--- src/verilog/issue_pkg.sv ---
package issue_pkg;

    // datapath width
    localparam int xlen = 32;

    // architectural register index
    localparam int reg_idx_w = 5;

    // number of architectural registers
    localparam int num_regs = 32;

    // micro-op code width
    localparam int uop_w = 3;

    // hardwired zero register
    localparam logic [reg_idx_w-1:0] reg_zero = '0;

    // pc placed on a bubble slot
    localparam logic [xlen-1:0] nop_pc = '0;

    // decoded micro-op classes seen by the issue stage
    // nop must stay at zero so a cleared slot decodes as a bubble
    typedef enum logic [uop_w-1:0] {
        // empty slot
        uop_nop    = 3'd0,
        // integer alu op
        uop_alu    = 3'd1,
        // memory read, lane 0 only
        uop_load   = 3'd2,
        // memory write
        uop_store  = 3'd3,
        // branch or jump
        uop_branch = 3'd4
    } uop_e;

endpackage

--- src/verilog/load_use_detect.sv ---
`timescale 1ns/1ps

module load_use_detect import issue_pkg::*; (
    input  logic                 clk,
    input  logic                 aresetn,
    // sources of the incoming pair
    input  logic [reg_idx_w-1:0] rj0,
    input  logic [reg_idx_w-1:0] rk0,
    input  logic [reg_idx_w-1:0] rj1,
    input  logic [reg_idx_w-1:0] rk1,
    // lane 0 of the execute register
    input  uop_e                 ex_uop0,
    input  logic [reg_idx_w-1:0] ex_rd0,
    // execute slot handed on this edge
    input  logic                 consume,
    output logic                 stall
);

    // load in execute right now
    logic                 ex_is_load;
    logic [reg_idx_w-1:0] ex_load_rd;

    // older load destinations, entry 0 is the most recent
    // covers the extra dcache pipeline cycles after execute
    logic [reg_idx_w-1:0] hist0;
    logic [reg_idx_w-1:0] hist1;

    // per-destination match flags
    logic hit_ex;
    logic hit_h0;
    logic hit_h1;

    // true when any incoming source reads dst
    // zero dst means no pending load
    function automatic logic src_hit(input logic [reg_idx_w-1:0] dst);
        logic any_src;
        any_src = (rj0 == dst) || (rk0 == dst) || (rj1 == dst) || (rk1 == dst);
        return (dst != reg_zero) && any_src;
    endfunction

    assign ex_is_load = (ex_uop0 == uop_load);
    // non-loads push zero so they never match
    assign ex_load_rd = ex_is_load ? ex_rd0 : reg_zero;

    // history moves only when execute hands its slot on
    always_ff @(posedge clk or negedge aresetn) begin
        if (!aresetn) begin
            hist0 <= reg_zero;
            hist1 <= reg_zero;
        end else if (consume) begin
            hist1 <= hist0;
            hist0 <= ex_load_rd;
        end
    end

    // same-cycle stall decision
    always_comb begin
        hit_ex = src_hit(ex_load_rd);
        hit_h0 = src_hit(hist0);
        hit_h1 = src_hit(hist1);
        stall  = hit_ex || hit_h0 || hit_h1;
    end

endmodule

--- config.mk ---
export PLATFORM = sky130hd
export DESIGN_NAME = load_use_detect
export DESIGN_NICKNAME = d
export VERILOG_FILES = /design/src/verilog/issue_pkg.sv /design/src/verilog/load_use_detect.sv
export SDC_FILE = /design/constraint.sdc
export NUM_CORES = 1
export LEC_CHECK = 0
export BUFFER_PORTS_ARGS = -buffer_cell sky130_fd_sc_hd__buf_4
export CAP_MARGIN = 15
export CORE_ASPECT_RATIO = 1.75
export CORE_MARGIN = 5
export CORE_UTILIZATION = 50
export CTS_CLUSTER_SIZE = 16
export DETAILED_ROUTE_END_ITERATION = 10
export GPL_TIMING_DRIVEN = 0
export HOLD_SLACK_MARGIN = 0.15
export PLACE_DENSITY_LB_ADDON = 0.25
export SYNTH_ARGS = -nofsm -noshare
export SYNTH_HDL_FRONTEND = slang
export SYNTH_SLANG_ARGS = --single-unit
--- constraint.sdc ---
create_clock -name clk -period 2.5 [get_ports clk]
set_input_delay 0.375 -clock clk [delete_from_list [all_inputs] [get_ports clk]]
set_output_delay 0.375 -clock clk [all_outputs]
set_load 0.05 [all_outputs]
==> flow_metrics.tcl <==
set metrics [dict create \
    finalMaxSlewViolations 0 \
    final_nets 230 \
    syn_avg_cell_area_um2 8.216 \
    ys.warnings.count 0 \
    cts_sinks 10 \
    synth_cell_types 25 \
    dr_total_vias 1374 \
    ioPinCount 32 \
    end_kind "output pin" \
    grt_max_degree 11 \
    min-delay-start "ex_rd0[1]" \
    die_h_um 79.09 \
    worstSetupPathType "in -> out" \
    drive_above_1_share 0.2424 \
    syn_inst 166 \
    die_x_um 49.48 \
    grt-ovfl-total 0 \
    cts_buffers 3 \
    final.setup_skew_ns 0.0007250 \
    rr_endpoint "hist1[3]" \
    rsz0062_at_grt "no" \
    p_clk_frac 0.317 \
    diodes 0 \
    whs_path_depth 3 \
    min_to "hist0[1]" \
    routed_wl_um 3837 \
    ant_nets 0 \
    routabilityCongestion 0.8649 \
    cp_common_cell "buf_4" \
    fin_crit_sh 0.9368 \
    dp_hpwl_um 3170 \
    area_delta_synth_final_pct 23.03 \
    portBuffers 28 \
    peakVddDrop_uv 331.8 \
    crit_path_start_kind "input pin" \
    leakage_nw 0.6831 \
    max_stage_delay_ns 0.42 \
    tns_ns 0 \
    drt_first_pass_iters 4 \
    p_comb_frac 0.399 \
    slowest_stage "or3b_4" \
    tritoncts "done" \
    core.rowCount 25 \
    grt_pass1_wl_um 6203 \
    fp.coreArea_um2 2659 \
    timing.final.crit_period_ns 2.342 \
    arrival_ns 1.97 \
    ff2ff_path_depth 2 \
    path_clk_slew_ns 0.04 \
    start_util 0.5129 \
    cap_violations 0 \
    swShare 0.3010 \
    drc 0 \
    cts_buffer_depth 2 \
    internal_power_mw 0.4243 \
    worstPathRequired_ns 2.12 \
    synth_top_area_share 0.1835 \
    cts_root_buf "clkbuf_8" \
    finalHoldViolations 0 \
    crit_chain "buf_4 > or3b_4 > buf_6 > nor2_1 > o32ai_1 > nand3_1 > nand4_1 > a221o_1 > buf_4" \
    reg2reg_from "hist1[3]" \
    p_sw_mw 0.1827 \
    drt_iter0_drc 68 \
    viasPerCell 6.107 \
    finalPower_mw 0.6070 \
    antenna_found_initial 0 \
    fmax_mhz 427.0 \
    routedWlPerCell_um 17.05 \
    synth_top_area_cell "dfrtp_1" \
    htreeDepth 1 \
    setup_violations 0 \
    synth_nets 197 \
    max-slew-margin-rel 0.7178 \
    netlist_area_um2 1364 \
    r2r_setup_slack_ns 1.51 \
    seq_power_share 0.284 \
    seq_area_frac_synth 0.1835 \
    synth_area_leaders "dfrtp_1, xnor2_1, xor2_1" \
    cts_setup_buffers 0 \
    power_density_nw_per_um2 361.8 \
    dieArea_um2 3913 \
    grt_pass1_vias 1341 \
    path_max_fanout 10 \
    worst_pin_slew_ns 0.4234 \
    status "completed" \
    clkLatencyLatePin_ns 0.23 \
    holdCritPathClass "in -> reg" \
    ys_seq_elements 10 \
    track_usage 0.1989 \
]
[through the flow]
stage          hold slack [ns]    util  area, um2  setup WS, ns  instances
2_1_floorplan          0.07941       -       1364        0.3712        166
3_3_place_gp            0.2054  0.6047       1608        0.1238        221
3_5_place_dp            0.2078  0.6047       1608       0.06868        221
4_1_cts                 0.4033  0.6292       1673       0.06924        226
5_1_grt                 0.4270  0.6311       1678       0.03924        225
6_report                0.4086  0.6311       1678        0.1580        225
[kinds of logic after synthesis]
logic type             after synthesis  synth area share
AND/OR/NAND/NOR                     48            0.2073
flip-flops                          10            0.1835
buffers and inverters               23           0.09266
multiplexers                         5           0.04128
AO/OA/AOI/OAI                       28            0.1413
XOR/XNOR                            52            0.3339
[final cells by class]
class | instances | area (um2)
flip-flops and latches | 10 | 250.2
fillers | 247 | 980.9
multi-input cells | 133 | 996.0
repair buffers | 29 | 220.2
inverters | 5 | 18.77
well taps | 27 | 33.78
plain buffers | 17 | 103.9
clock buffers | 4 | 55.05
[worst max-delay path by stage]
stage	cells after the start	slack [ns]	from	endpoint
6_report	9	0.16	ex_uop0[0]	stall
3_5_place_dp	8	0.07	ex_uop0[0]	stall
5_1_grt	9	0.04	ex_uop0[0]	stall
3_3_place_gp	8	0.12	ex_uop0[0]	stall
4_1_cts	8	0.07	ex_uop0[0]	stall
2_1_floorplan	7	0.37	ex_uop0[0]	stall
[placed cells by master (no fill, tap or decap), types with 2 or more instances in the layout]
cell type / count
nor2_1: 8
xnor2_1: 28
inv_1: 5
nand3_1: 15
mux2_2: 5
clkbuf_8: 5
nor4bb_1: 8
buf_2: 5
nor3_1: 9
dfrtp_1: 10
xor2_1: 24
o21ai_0: 5
a21oi_1: 2
a31oi_1: 11
buf_4: 28
nand2_1: 3
clkbuf_1: 9
o32ai_1: 8
[cells in the mapped netlist (all sizes together)]
master,count
xnor2,28
or4,1
a31oi,11
xor2,24
a21oi,2
dfrtp,10
or3b,1
mux2,5
nor2,9
nand2,3
nor3b,1
nor4bb,8
a221o,1
nor3,9
clkbuf,11
nand4,1
o32ai,8
inv,5
buf,7
o21ai,5
nand3,15
o311ai,1
[worst max-delay path: cells and delay by family]
family / cells / cell delay (ns)
AO/OA/AOI/OAI: 2 / 0.41
buffers and inverters: 3 / 0.47
AND/OR/NAND/NOR: 4 / 0.71
[registers in the layout, indices dropped and copies added (netlist names)]
| register | count |
|---|---|
| hist0 | 5 |
| hist1 | 5 |
[power groups by stage]
stage	logic, mW	clock network [mW]	registers [mW]
2_1_floorplan	0.149	0	0.173
3_3_place_gp	0.232	0	0.173
3_5_place_dp	0.240	0	0.173
4_1_cts	0.242	0.200	0.171
5_1_grt	0.263	0.214	0.173
6_report	0.242	0.192	0.173
[timing repair]
| item | in CTS | in global routing |
|---|---|---|
| hold endpoints to repair | 10 | 0 |
| setup endpoints to repair | 0 | 1 |
| hold buffers | 1 | 0 |
| gates resized for setup | 0 | 2 |
[routing by layer]
layer / vias to the layer above / part of all wire / GRT usage
li1: 654 / - / -
met1: 640 / 0.36 / 0.2187
met2: 68 / 0.53 / 0.3605
met3: 12 / 0.064 / 0.03002
met4: 0 / 0.043 / 0.09711
met5: - / 0 / 0
Note: power is estimated with default switching activity, not from simulation.
