File: src/verilog/issue_pkg.sv
package issue_pkg;

    // datapath width
    localparam int xlen = 32;

    // architectural register index
    localparam int reg_idx_w = 5;

    // number of architectural registers
    localparam int num_regs = 32;

    // micro-op code width
    localparam int uop_w = 3;

    // hardwired zero register
    localparam logic [reg_idx_w-1:0] reg_zero = '0;

    // pc placed on a bubble slot
    localparam logic [xlen-1:0] nop_pc = '0;

    // decoded micro-op classes seen by the issue stage
    // nop must stay at zero so a cleared slot decodes as a bubble
    typedef enum logic [uop_w-1:0] {
        // empty slot
        uop_nop    = 3'd0,
        // integer alu op
        uop_alu    = 3'd1,
        // memory read, lane 0 only
        uop_load   = 3'd2,
        // memory write
        uop_store  = 3'd3,
        // branch or jump
        uop_branch = 3'd4
    } uop_e;

endpackage

File: src/verilog/reg_ex_stage.sv
`timescale 1ns/1ps

module reg_ex_stage import issue_pkg::*; (
    input  logic                 clk,
    input  logic                 aresetn,
    input  logic                 flush,
    // handshake
    input  logic                 id_readygo,
    input  logic                 ex_allowin,
    input  logic                 stall,
    // decoded pair
    input  logic [xlen-1:0]      pc0,
    input  logic [xlen-1:0]      pc1,
    input  logic [xlen-1:0]      imm0,
    input  logic [xlen-1:0]      imm1,
    input  uop_e                 uop0,
    input  uop_e                 uop1,
    input  logic [reg_idx_w-1:0] rj0,
    input  logic [reg_idx_w-1:0] rk0,
    input  logic [reg_idx_w-1:0] rd0,
    input  logic [reg_idx_w-1:0] rj1,
    input  logic [reg_idx_w-1:0] rk1,
    input  logic [reg_idx_w-1:0] rd1,
    // regfile read data
    input  logic [xlen-1:0]      rj0_data,
    input  logic [xlen-1:0]      rk0_data,
    input  logic [xlen-1:0]      rj1_data,
    input  logic [xlen-1:0]      rk1_data,
    output logic                 reg_allowin,
    output logic                 ex_readygo,
    output logic                 consume,
    // execute pipeline register
    output logic [xlen-1:0]      ex_pc0,
    output logic [xlen-1:0]      ex_pc1,
    output logic [xlen-1:0]      ex_imm0,
    output logic [xlen-1:0]      ex_imm1,
    output uop_e                 ex_uop0,
    output uop_e                 ex_uop1,
    output logic [reg_idx_w-1:0] ex_rd0,
    output logic [reg_idx_w-1:0] ex_rd1,
    output logic [xlen-1:0]      ex_rj0_data,
    output logic [xlen-1:0]      ex_rk0_data,
    output logic [xlen-1:0]      ex_rj1_data,
    output logic [xlen-1:0]      ex_rk1_data
);

    // pair accepted on this edge
    logic accept;
    // accepted and not killed by flush
    logic take;

    // operand capture, r0 sources forced to constant zero
    function automatic logic [xlen-1:0] operand(
        input logic [reg_idx_w-1:0] idx,
        input logic [xlen-1:0]      data
    );
        return (idx == reg_zero) ? '0 : data;
    endfunction

    // upstream may move only if execute takes and no load-use hazard
    assign reg_allowin = ex_allowin && !stall;
    assign accept      = id_readygo && reg_allowin;
    // flush beats a same-edge accept
    assign take        = accept && !flush;
    // execute hands its slot on
    assign consume     = ex_readygo && ex_allowin;

    // load on take, bubble on flush or empty slot
    // everything holds while execute is back-pressured
    always_ff @(posedge clk or negedge aresetn) begin
        if (!aresetn) begin
            ex_readygo  <= 1'b0;
            ex_pc0      <= nop_pc;
            ex_pc1      <= nop_pc;
            ex_imm0     <= '0;
            ex_imm1     <= '0;
            ex_uop0     <= uop_nop;
            ex_uop1     <= uop_nop;
            ex_rd0      <= reg_zero;
            ex_rd1      <= reg_zero;
            ex_rj0_data <= '0;
            ex_rk0_data <= '0;
            ex_rj1_data <= '0;
            ex_rk1_data <= '0;
        end else if (ex_allowin) begin
            ex_readygo  <= take;
            ex_pc0      <= take ? pc0 : nop_pc;
            ex_pc1      <= take ? pc1 : nop_pc;
            ex_imm0     <= take ? imm0 : '0;
            ex_imm1     <= take ? imm1 : '0;
            ex_uop0     <= take ? uop0 : uop_nop;
            ex_uop1     <= take ? uop1 : uop_nop;
            ex_rd0      <= take ? rd0 : reg_zero;
            ex_rd1      <= take ? rd1 : reg_zero;
            // lane 0 operands
            ex_rj0_data <= take ? operand(rj0, rj0_data) : '0;
            ex_rk0_data <= take ? operand(rk0, rk0_data) : '0;
            // lane 1 operands
            ex_rj1_data <= take ? operand(rj1, rj1_data) : '0;
            ex_rk1_data <= take ? operand(rk1, rk1_data) : '0;
        end
    end

endmodule

File: config.mk
export PLATFORM = sky130hd
export DESIGN_NAME = reg_ex_stage
export DESIGN_NICKNAME = d
export VERILOG_FILES = /design/src/verilog/issue_pkg.sv /design/src/verilog/reg_ex_stage.sv
export SDC_FILE = /design/constraint.sdc
export NUM_CORES = 1
export LEC_CHECK = 0
export ABC_CLOCK_PERIOD_IN_PS = 940
export BUFFER_PORTS_ARGS = -buffer_cell sky130_fd_sc_hd__buf_2
export CORE_AREA = 3 3 224 226
export DETAILED_ROUTE_END_ITERATION = 7
export DIE_AREA = 0 0 227 229
export SLEW_MARGIN = 0
export SYNTH_ARGS = -nofsm -noshare
export SYNTH_HDL_FRONTEND = slang
export SYNTH_SLANG_ARGS = --single-unit
File: constraint.sdc
create_clock -name clk -period 0.94 [get_ports clk]
set_input_delay 0.094 -clock clk [delete_from_list [all_inputs] [get_ports clk]]
set_output_delay 0.094 -clock clk [all_outputs]
set_load 0.01 [all_outputs]
==> key figures, run 1 <==
Synthesis
  – Library cells used by synthesis: 14
  – Sequential-to-total area share from yosys stat: 71.2%
  – Gate Count Post-Synth: 621
  – Avg Cell Area, Syn: 15.5 um^2
  – Seq cells post-synth: 273
  – Mapped Area: 9600 um^2
  – Mapped Nets: 919
  – Synth warn: 0

Timing
  – Final Hold Violating Endpoints: 0
  – Min Hold Slack: 0.0194 ns
  – Setup ws final: -0.375 ns
  – Rel. slew slack: 73.3%
  – Max-slew violation count: 0
  – Period utilisation layout: 140%
  – Crit path time final: 1.31 ns
  – Clk_skew: 0 ns
  – Setup-failing EPs final: 298
  – RSZ-0062 raised after global routing: true
  – Worst Tran Pin Value: 0.398 ns
  – Max Clock Freq: 761 MHz

Critical path
  – Worst EP required: 0.85 ns
  – CP startpoint kind: flop
  – CP Max Fanout: 2
  – Crit path cell chain: buf_4 > buf_2
  – CP arrival: 1.22 ns
  – CP max-delay cell: dfrtp_1
  – Critical Path Max Stage Delay: 0.40 ns
  – CP Capture Type: output pin
  – Worst Path Class, Setup: reg2out

Drt
  – Initial DRC Count: 536
  – Final WL: 43500 um
  – Drt via density: 4.43
  – Via Count: 10200
  – Post-route antenna net violation count: 0
  – Wire per inst: 18.8 um
  – Post-route DRC: 0
  – TritonRoute pass-1 iters: 4

Run status
  – Outcome: finished, violations left
  – Failing checks: setup timing

Clock tree
  – CTS clk-pin slew, worst paths: 0.06 ns
  – Clk_lat worst skew: 0.54 ns
  – CTS tree: done
  – CTS Sinks: 273
  – Clock Tree Root: clkbuf_16
  – CTS max path bufs: 3
  – # H-tree levels: 1
  – CTS Buf Count: 29

Global route
  – Largest net degree at the start of global routing: 67
  – Total gr overflow: 0
  – First-pass GRT wire length: 60900 um
  – Number of global-route vias before repair: 10700
  – Antenna violations before repair: 4
  – GRT Util Overall: 14.8%

Floorplanning
  – Chip width: 227 um
  – Core area: 48500 um^2
  – Chip height: 229 um
  – I/O Pins: 573
  – Die area: 52000 um^2
  – Initial Utilization: 19.8%
  – # rows: 81

Power
  – Seq pwr share: 45.2%
  – Switching power: 6690 uW
  – Sw frac: 24.2%
  – Combinational Power Share: 15.3%
  – Pleak: 0.0103 uW
  – Pint: 20900 uW
  – Clock share of power: 39.5%
  – Max VDD drop: 1050 uV
  – Pwr per Cell Area: 1430 nW/um^2
  – Power, Total: 27600 uW

Placed design
  – Port Buf Inserts: 572
  – HPWL after DPL: 26000 um
  – Routability cong.: 0.806

Layout
  – Most frequent cells in the layout: buf_2, dlygate4sd3_1, a22o_1, dfrtp_1, buf_4
  – # fillers: 4290
  – Most common cell after layout, fill and taps aside: buf_2
  – Fraction of final layout cells sized beyond drive strength 1: 50.7%
  – Post-synthesis to final-layout area growth: 101%
  – # nets final: 1965

Worst hold path
  – Worst min-delay path category: in2async

Flow run
  – Max-cap violation count: 0
timing repair:
item,CTS,global route
pin swaps,0,32
cloned,0,1
gates resized for setup,63,75
endpoints found under the hold margin,545,0
endpoints found under the setup margin,306,313
hold buffers,275,0
setup buffers,91,86
state kept, by name (all words and copies together) (netlist names):
name / count
ex_imm1: 32
ex_uop1: 3
ex_uop0: 3
ex_imm0: 32
ex_rd1: 5
ex_pc1: 32
ex_rd0: 5
ex_rk1_data: 32
ex_readygo: 1
ex_rj1_data: 32
ex_rj0_data: 32
ex_rk0_data: 32
ex_pc0: 32
layout make-up:
cell class                 count  area [um^2]  area share, %
inverter                       1         16.3         0.0842
multi-input combinational    289         2540           13.2
clock inverter                 9         50.0          0.259
sequential                   273         6830           35.4
clock buffer                  42          855           4.42
tap                          622          778           4.03
antenna                        2         5.00         0.0259
timing repair buffer        1073         8240           42.7
stage by stage:
step / instances / area (um^2) / util (%) / setup TNS [ns] / setup WS, ns
floorplan: 621 / 9620 / - / -7.60 / -0.0519
global placement: 1812 / 13600 / 28.0 / -109.26 / -0.593
detailed placement: 1812 / 13600 / 28.0 / -116.92 / -0.613
CTS: 2228 / 18300 / 37.7 / -70.94 / -0.426
global route: 2310 / 19300 / 39.8 / -74.60 / -0.418
finish: 2311 / 19300 / 39.8 / -63.25 / -0.375
cell families after synthesis:
logic type,after synthesis,synth area share (%)
buffers and inverters,59,3.02
flip-flops,273,71.2
AO/OA/AOI/OAI,277,25.1
AND/OR/NAND/NOR,12,0.678
critical path: cells and delay by family (launching register included):
kind     cells  cell delay, ns
flops        1            0.40
buf+inv      2            0.28
path summary, 6_finish.rpt:
path | end | slack [ns] | depth (start not counted) | start
min in group clk | ex_imm1[1]$_DFFE_PN0P_ | 0.06 | 3 | ex_allowin
max | ex_readygo | -0.37 | 2 | ex_readygo$_DFFE_PN0P_
max reg2reg | ex_rj0_data[29]$_DFFE_PN0P_ | -0.06 | 3 | ex_rj0_data[29]$_DFFE_PN0P_
max in group asynchronous | ex_imm0[12]$_DFFE_PN0P_ | 0.30 | 3 | aresetn
min | ex_imm0[18]$_DFFE_PN0P_ | 0.02 | 2 | aresetn
min reg2reg | ex_rk1_data[8]$_DFFE_PN0P_ | 0.50 | 1 | ex_rk1_data[8]$_DFFE_PN0P_
power by group through the flow:
stage	logic [uW]	registers, uW	clock network [uW]
after floorplan	651	12800	0
after global placement	2560	12600	0
after detailed placement	2600	12600	0
after CTS	3830	12400	11100
after global routing	4510	12500	11600
final	4230	12500	10900
layer usage:
| layer | wire [um] | global-route usage [%] | up-vias |
|---|---|---|---|
| met5 | 13 | 0 | - |
| met4 | 2290 | 6.98 | 2 |
| met1 | 16500 | 17.4 | 4999 |
| met3 | 3360 | 3.32 | 143 |
| met2 | 21300 | 25.7 | 586 |
| li1 | - | - | 4497 |
synth_stat cells:
cell type  count  share of area [%]
a22o_1       272                 25
buf_6          5               0.59
nor2_1         5               0.20
nor3_1         4               0.21
buf_4          1              0.078
inv_2          1              0.039
clkbuf_1      30                1.2
nand4bb_1      1               0.12
buf_2         22                1.1
and2_1         1              0.065
a21o_1         1              0.078
nor4b_1        1              0.091
a21oi_1        4               0.21
dfrtp_1      273                 71
(Power assumes the default switching activity.)
==> run 2, diff against run 1 <==
--- a/config.mk
+++ b/config.mk
@@ -7,9 +7,10 @@
 export LEC_CHECK = 0
 export ABC_CLOCK_PERIOD_IN_PS = 940
 export BUFFER_PORTS_ARGS = -buffer_cell sky130_fd_sc_hd__buf_2
-export CORE_AREA = 3 3 224 226
+export CORE_AREA = 3 3 219 221
+export CTS_BUF_LIST = sky130_fd_sc_hd__clkbuf_2
 export DETAILED_ROUTE_END_ITERATION = 7
-export DIE_AREA = 0 0 227 229
+export DIE_AREA = 0 0 222 224
 export SLEW_MARGIN = 0
 export SYNTH_ARGS = -nofsm -noshare
 export SYNTH_HDL_FRONTEND = slang
==> key figures, run 2 <==
Synthesis
  – Seq cells post-synth: 273 (unchanged)
  – Mapped Area: 9600 um^2 (unchanged)
  – Largest cells by area after synthesis: dfrtp_1, a22o_1, clkbuf_1 (unchanged)
  – Post-synthesis xor/xnor area fraction: 0% (unchanged)
  – EDFF count, synth: 0 (unchanged)
  – Commonest cells in the netlist: dfrtp_1, a22o_1, clkbuf_1 (unchanged)
  – Synth Flop Type: dfrtp_1 (unchanged)
  – Gate Count Post-Synth: 621 (unchanged)
  – Count leader, synth: dfrtp_1 (unchanged)
  – Mux cell area share after synthesis: 0% (unchanged)
  – Library cells used by synthesis: 14 (unchanged)
  – Sequential-to-total area share from yosys stat: 71.2% (unchanged)
  – Post-synth top area share: 71.2% (unchanged)
  – Largest family of logic cells by synthesized area: compound AO/OA/AOI/OAI gates (unchanged)
  – Synth warn: 0 (unchanged)
  – Adder-Cell Fraction of Synth Area: 0% (unchanged)
  – Synth Area in Simple Gates: 0.678% (unchanged)
  – Synth area leader: dfrtp_1 (unchanged)
  – Avg Cell Area, Syn: 15.5 um^2 (unchanged)
  – Async set-reset flop share out of synthesis: 100% (unchanged)
  – Mapped Nets: 919 (unchanged)
  – Compound-Gate Fraction of Synth Area: 25.1% (unchanged)

Placed design
  – Port Buf Inserts: 572 (unchanged)
  – Worst slack, placed: -0.450 ns (was -0.613 ns)
  – HPWL after DPL: 25900 um (was 26000 um)
  – Routability cong.: 0.885 (was 0.806)

Run status
  – Outcome: aborted with a tool error (was finished, violations left)
  – Tool Error: [ERROR RSZ-0060] Max buffer count reached.
  – Exit stage: 4_1_cts

Floorplanning
  – Chip height: 224 um (was 229 um)
  – I/O Pins: 573 (unchanged)
  – Chip width: 222 um (was 227 um)
  – # rows: 79 (was 81)
  – Initial Utilization: 20.7% (was 19.8%)

Clock tree
  – Post-CTS Setup Bufs: 84 (was 91)
  – Clock Tree Root: clkbuf_2 (was clkbuf_16)
  – # H-tree levels: 3 (was 1)
  – # resized after CTS: 74 (was 63)
  – CTS max path bufs: 3 (unchanged)
  – Cts hold-fix bufs: 404 (was 275)
  – CTS Sinks: 273 (unchanged)
  – CTS Buf Count: 73 (was 29)
==> run 2: kinds of logic after synthesis <==
family	Yosys count
simple gates	12
buf+inv	59
flops	273
compound gates	277
==> run 2: through the flow <==
step	hold slack, ns	setup TNS [ns]	instances	area (um^2)	util [%]
floorplan	-0.202	-7.60	621	9620	-
global placement	0.000328	-92.47	1805	13600	29.4
detailed placement	0.0106	-96.99	1805	13600	29.4
==> run 3, diff against run 2 <==
--- a/config.mk
+++ b/config.mk
@@ -8,9 +8,9 @@
 export ABC_CLOCK_PERIOD_IN_PS = 940
 export BUFFER_PORTS_ARGS = -buffer_cell sky130_fd_sc_hd__buf_2
 export CORE_AREA = 3 3 219 221
-export CTS_BUF_LIST = sky130_fd_sc_hd__clkbuf_2
 export DETAILED_ROUTE_END_ITERATION = 7
 export DIE_AREA = 0 0 222 224
+export PLACE_DENSITY_LB_ADDON = 0.15
 export SLEW_MARGIN = 0
 export SYNTH_ARGS = -nofsm -noshare
 export SYNTH_HDL_FRONTEND = slang
==> key figures, run 3 (synthesis results as in run 1) <==
Floorplanning
  – Chip height: 224 um (unchanged)
  – Chip width: 222 um (unchanged)
  – I/O Pins: 573 (unchanged)
  – Core area: 46400 um^2
  – # rows: 79 (unchanged)
  – Initial Utilization: 20.7% (unchanged)
  – Die area: 49700 um^2

Timing
  – Setup_tns: -54.75 ns
  – RSZ-0062 raised after global routing: true
  – Setup-failing EPs final: 295
  – Rel. slew slack: 68.1%
  – Period utilisation layout: 137%
  – Min Hold Slack: 0.164 ns
  – Setup ws final: -0.352 ns
  – Final Hold Violating Endpoints: 0
  – Crit path time final: 1.29 ns
  – Worst Tran Pin Value: 0.478 ns
  – Clk_skew: 0 ns
  – Max-slew violation count: 0
  – Max Clock Freq: 774 MHz

Global route
  – GRT Util Overall: 15.9%
  – Antenna violations before repair: 2
  – Met1 global-route usage: 18.3%
  – Routing usage on met3: 4.69%
  – Largest net degree at the start of global routing: 60
  – Layer with the highest usage: met2
  – Number of global-route vias before repair: 10800
  – Total gr overflow: 0
  – Met2 usage: 28.4%
  – First-pass GRT wire length: 62800 um

Flow run
  – Max-cap violation count: 0

Drt
  – Post-route antenna net violation count: 0
  – TritonRoute pass-1 iters: 4
  – Initial DRC Count: 310
  – Post-route DRC: 0
  – Wire per inst: 18.2 um
  – Final WL: 41700 um
  – Drt via density: 4.29
  – Via Count: 9839

Critical path
  – Worst Path Class, Setup: reg2out
  – CP startpoint kind: flop
  – Critical path origin: ex_readygo$_DFFE_PN0P_
  – Crit path cell chain: buf_4 > buf_2
  – CP Max Fanout: 2
  – RR Startpoint: ex_rj0_data[5]$_DFFE_PN0P_
  – Reg2Reg Depth: 3
  – Reg-to-reg endpoint: ex_rj0_data[5]$_DFFE_PN0P_
  – Critical path endpoint: ex_readygo
  – CP Capture Type: output pin
  – FF-to-FF setup slack: -0.03 ns
  – CP arrival: 1.20 ns
  – Critical Path Max Stage Delay: 0.40 ns
  – Worst EP required: 0.85 ns
  – CP max-delay cell: dfrtp_1

Power
  – Pleak: 0.0105 uW
  – Pwr per Cell Area: 1510 nW/um^2
  – Power, Total: 29800 uW
  – Max VDD drop: 1060 uV

Placed design
  – HPWL after DPL: 28700 um (was 25900 um)
  – Placed Cells: 1801 (was 1805)
  – Worst slack, placed: -0.644 ns (was -0.450 ns)
  – Port Buf Inserts: 572 (unchanged)
  – Routability cong.: 0.747 (was 0.885)

Layout
  – Area occupied by multi-input gates: 2530 um^2
  – # nets final: 1963
  – Most frequent cells in the layout: buf_2, dlygate4sd3_1, dfrtp_1
  – Fraction of final layout cells sized beyond drive strength 1: 50.4%
  – Most common cell after layout, fill and taps aside: buf_2
  – Antenna diode count: 0
  – Post-layout instance count excluding filler cells: 2296
  – Post-synthesis to final-layout area growth: 106%
  – Register area: 6830 um^2
  – # fillers: 4352

Clock tree
  – CTS Buf Count: 34 (was 73)
  – Clk_lat worst skew: 0.52 ns
  – CTS tree: done
  – CTS clk-pin slew, worst paths: 0.06 ns
  – CTS max path bufs: 3 (unchanged)
  – CTS Sinks: 273 (unchanged)
  – # H-tree levels: 2 (was 3)
  – Clock Tree Root: clkbuf_16 (was clkbuf_2)

Run status
  – Outcome: finished, violations left (was aborted with a tool error)
  – Failing checks: setup timing

Worst hold path
  – Worst min-delay path category: in2async
## run 3: final cells by class
cell class | count | area share (%)
Clock buffer | 52 | 5.32
Clock inverter | 8 | 0.361
Inverter | 1 | 0.0823
Multi-Input combinational cell | 289 | 12.8
Sequential cell | 273 | 34.6
Tap cell | 607 | 3.84
Timing Repair Buffer | 1066 | 43.0
## run 3: timing repair
action,4_1_cts,5_1_grt
buffers inserted,103,69
pin swaps,1,29
hold endpoints to repair,545,6
setup endpoints to repair,398,354
hold buffers,273,2
gates resized for setup,167,42
## run 3: how the worst min path moves through the flow
stage	start	endpoint	slack (ns)	depth (start not counted)
floorplan	aresetn	ex_imm0[0]$_DFFE_PN0P_	-0.20	0
global placement	aresetn	ex_imm0[0]$_DFFE_PN0P_	-0.05	1
finish	aresetn	ex_uop1[2]$_DFFE_PN0P_	0.16	3
global route	aresetn	ex_uop1[2]$_DFFE_PN0P_	0.15	3
detailed placement	aresetn	ex_imm0[0]$_DFFE_PN0P_	-0.05	1
CTS	aresetn	ex_imm0[0]$_DFFE_PN0P_	-0.03	2
## run 3: metrics by stage
stage / util (%) / instance area [um^2]
3_3_place_gp: 29.7 / 13700
4_1_cts: 41.2 / 19100
6_report: 42.6 / 19800
3_5_place_dp: 29.7 / 13700
5_1_grt: 42.6 / 19800
2_1_floorplan: - / 9620
## run 3: layer usage
layer / wire [um] / vias up
met5: 27 / -
met4: 1180 / 4
met3: 2890 / 83
met2: 21400 / 400
met1: 16200 / 4856
li1: - / 4496
## run 3: worst max-delay path: cells and delay by family (launching register included)
family | cells | cell delay [ns]
DFF | 1 | 0.40
buffers and inverters | 2 | 0.28
## run 3: where the power goes
part | switching [uW] | internal [uW]
registers | 277 | 12200
logic | 1700 | 2580
clock network | 5040 | 7990
total | 7010 | 22700
==> run 4, diff against run 3 <==
--- a/config.mk
+++ b/config.mk
@@ -5,7 +5,7 @@
 export SDC_FILE = /design/constraint.sdc
 export NUM_CORES = 1
 export LEC_CHECK = 0
-export ABC_CLOCK_PERIOD_IN_PS = 940
+export ABC_CLOCK_PERIOD_IN_PS = 1500
 export BUFFER_PORTS_ARGS = -buffer_cell sky130_fd_sc_hd__buf_2
 export CORE_AREA = 3 3 219 221
 export DETAILED_ROUTE_END_ITERATION = 7
==> constraint.sdc (replaced) <==
create_clock -name clk -period 1.5 [get_ports clk]
set_input_delay 0.15 -clock clk [delete_from_list [all_inputs] [get_ports clk]]
set_output_delay 0.15 -clock clk [all_outputs]
set_load 0.01 [all_outputs]
==> key figures, run 4 (synthesis results as in run 1) <==
Drt
  – Wire per inst: 18.1 um (was 18.2 um)
  – Post-route DRC: 0 (unchanged)
  – DR WL met3: 3000 um (was 2890 um)
  – Via Count: 8980 (was 9839)
  – Post-route antenna net violation count: 0 (unchanged)
  – Drt via density: 4.26 (was 4.29)
  – WL met1: 15400 um (was 16200 um)
  – Final WL: 38100 um (was 41700 um)
  – Highest metal used: met4 (was met5)
  – Metal2 WL: 18700 um (was 21400 um)
  – TritonRoute pass-1 iters: 4 (unchanged)
  – Initial DRC Count: 387 (was 310)

Clock tree
  – CTS clk-pin slew, worst paths: 0.06 ns (about the same)
  – Clk_lat worst skew: 0.51 ns (was 0.52 ns)
  – Clock Tree Root: clkbuf_16 (unchanged)
  – CTS Sinks: 273 (unchanged)
  – CTS Buf Count: 34 (unchanged)
  – CTS tree: done (unchanged)
  – # resized after CTS: 0 (was 167)
  – # H-tree levels: 2 (unchanged)
  – Cts hold-fix bufs: 273 (unchanged)
  – Post-CTS Setup Bufs: 0 (was 103)
  – CTS max path bufs: 3 (unchanged)

Layout
  – # nets final: 1775 (was 1963)
  – Most common cell after layout, fill and taps aside: buf_2 (unchanged)
  – Most frequent cells in the layout: buf_2, dfrtp_1, dlygate4sd3_1 (was buf_2, dlygate4sd3_1, dfrtp_1)
  – # fillers: 4535 (was 4352)
  – Post-synthesis to final-layout area growth: 80.3% (was 106%)
  – Fraction of final layout cells sized beyond drive strength 1: 44.1% (was 50.4%)
  – Final core occ: 37.3% (was 42.6%)

Placed design
  – HPWL after DPL: 26800 um (was 28700 um)
  – Routability cong.: 0.755 (was 0.747)
  – Port Buf Inserts: 572 (unchanged)

Floorplanning
  – I/O Pins: 573 (unchanged)
  – Initial Utilization: 20.7% (unchanged)
  – Chip height: 224 um (unchanged)
  – Chip width: 222 um (unchanged)
  – Core area: 46400 um^2 (unchanged)
  – Die area: 49700 um^2 (unchanged)
  – # rows: 79 (unchanged)

Power
  – Switching power: 4270 uW (was 7010 uW)
  – Pint: 13900 uW (was 22700 uW)
  – Pleak: 0.00929 uW (was 0.0105 uW)
  – Max VDD drop: 695 uV (was 1060 uV)
  – Clock share of power: 45.1% (was 43.8%)
  – Combinational Power Share: 12.0% (was 14.4%)
  – Pwr per Cell Area: 1050 nW/um^2 (was 1510 nW/um^2)
  – Sw frac: 23.5% (was 23.6%)
  – Seq pwr share: 42.9% (was 41.8%)

Global route
  – Total gr overflow: 0 (unchanged)
  – Antenna violations before repair: 1 (was 2)
  – Number of global-route vias before repair: 10000 (was 10800)
  – First-pass GRT wire length: 58500 um (was 62800 um)
  – GRT Util Overall: 14.7% (was 15.9%)
  – Largest net degree at the start of global routing: 98 (was 60)

Worst hold path
  – Hold Path Origin: flush
  – Worst min-delay path category: in2reg (was in2async)

Timing
  – Final Hold Violating Endpoints: 0 (unchanged)
  – Crit path time final: 1.43 ns
  – Max Clock Freq: 702 MHz
  – RSZ-0062 raised after global routing: false (was true)
  – Worst Tran Pin Value: 0.527 ns (was 0.478 ns)
  – Rel. slew slack: 64.8% (was 68.1%)
  – Setup-failing EPs final: 0 (was 295)
  – Max-slew violation count: 0 (unchanged)
  – Period utilisation layout: 95.0%
  – Setup_tns: 0 ns (was -54.75 ns)
  – Clk_skew: 0 ns (unchanged)

Critical path
  – Reg2Reg Depth: 1 (was 3)
  – RR Startpoint: ex_imm0[28]$_DFFE_PN0P_ (was ex_rj0_data[5]$_DFFE_PN0P_)
  – CP Max Fanout: 3 (was 2)
  – FF-to-FF setup slack: 0.72 ns (was -0.03 ns)
  – Critical path endpoint: consume (was ex_readygo)
  – CP arrival: 1.28 ns (was 1.20 ns)
  – Worst Path Class, Setup: reg2out (unchanged)
  – Critical path origin: ex_readygo$_DFFE_PN0P_ (unchanged)
  – Worst EP required: 1.35 ns (was 0.85 ns)
  – CP Capture Type: output pin (unchanged)
  – CP startpoint kind: flop (unchanged)
  – Reg-to-reg endpoint: ex_imm0[28]$_DFFE_PN0P_ (was ex_rj0_data[5]$_DFFE_PN0P_)

Flow run
  – Max-cap violation count: 0 (unchanged)

Run status
  – Outcome: complete, no violations (was finished, violations left)
==> run 4: changes by cell type in the layout (fill, tap and decap cells not counted), sizes merged <==
cell	delta
buf	-186
clkinv	-3
dlygate4sd3	-2
bufinv	+1
clkbuf	-1
diode	+1
inv	+1
==> run 4: power groups by stage <==
stage	logic (uW)	clock network, uW	registers, uW
3_3_place_gp	1630	0	7900
4_1_cts	2210	8510	7770
3_5_place_dp	1630	0	7890
2_1_floorplan	405	0	8020
6_report	2180	8180	7780
5_1_grt	2370	8800	7800
==> run 4: cell type report <==
cell class              instances  area, um^2  share of cell area (%)
repair buffers                878        6090                    35.2
inverters                       1        11.3                  0.0651
well taps                     607         759                    4.39
clock buffers                  51        1020                    5.87
diodes                          1        2.50                  0.0145
flip-flops and latches        273        6830                    39.5
multi-input cells             289        2500                    14.4
clock inverters                 7        98.8                   0.571
==> run 4: worst min path at each step <==
stage | slack, ns | depth (start not counted) | to
after floorplan | -0.15 | 0 | ex_imm0[0]$_DFFE_PN0P_
after CTS | 0.11 | 4 | ex_pc0[0]$_DFFE_PN0P_
after global placement | 0.13 | 1 | ex_imm1[29]$_DFFE_PN0P_
after global routing | 0.13 | 4 | ex_pc0[0]$_DFFE_PN0P_
final | 0.15 | 4 | ex_pc0[0]$_DFFE_PN0P_
after detailed placement | 0.14 | 1 | ex_imm0[7]$_DFFE_PN0P_
==> run 4: per-stage QoR <==
stage,worst slack (ns),std cells,hold slack [ns],area (um^2),total power (uW)
global route,0.0291,2107,0.131,17300,19000
CTS,0.0425,2106,0.109,17300,18500
finish,0.0749,2107,0.155,17300,18100
global placement,0.00253,1775,0.134,13500,9530
detailed placement,-0.00526,1775,0.136,13500,9520
floorplan,0.387,621,-0.146,9600,8430
==> run 4: critical path, cell delays in order, from the launching register on <==
cell and delay [ns]:
dfrtp_1 0.42, and2_1 0.19, buf_2 0.15
==> run 4: layer usage <==
layer  vias to the layer above  global-route usage [%]
li1                       4123                       -
met1                      4390                    17.5
met2                       398                    25.2
met3                        69                    4.97
met4                         0                    4.79
met5                         -                       0
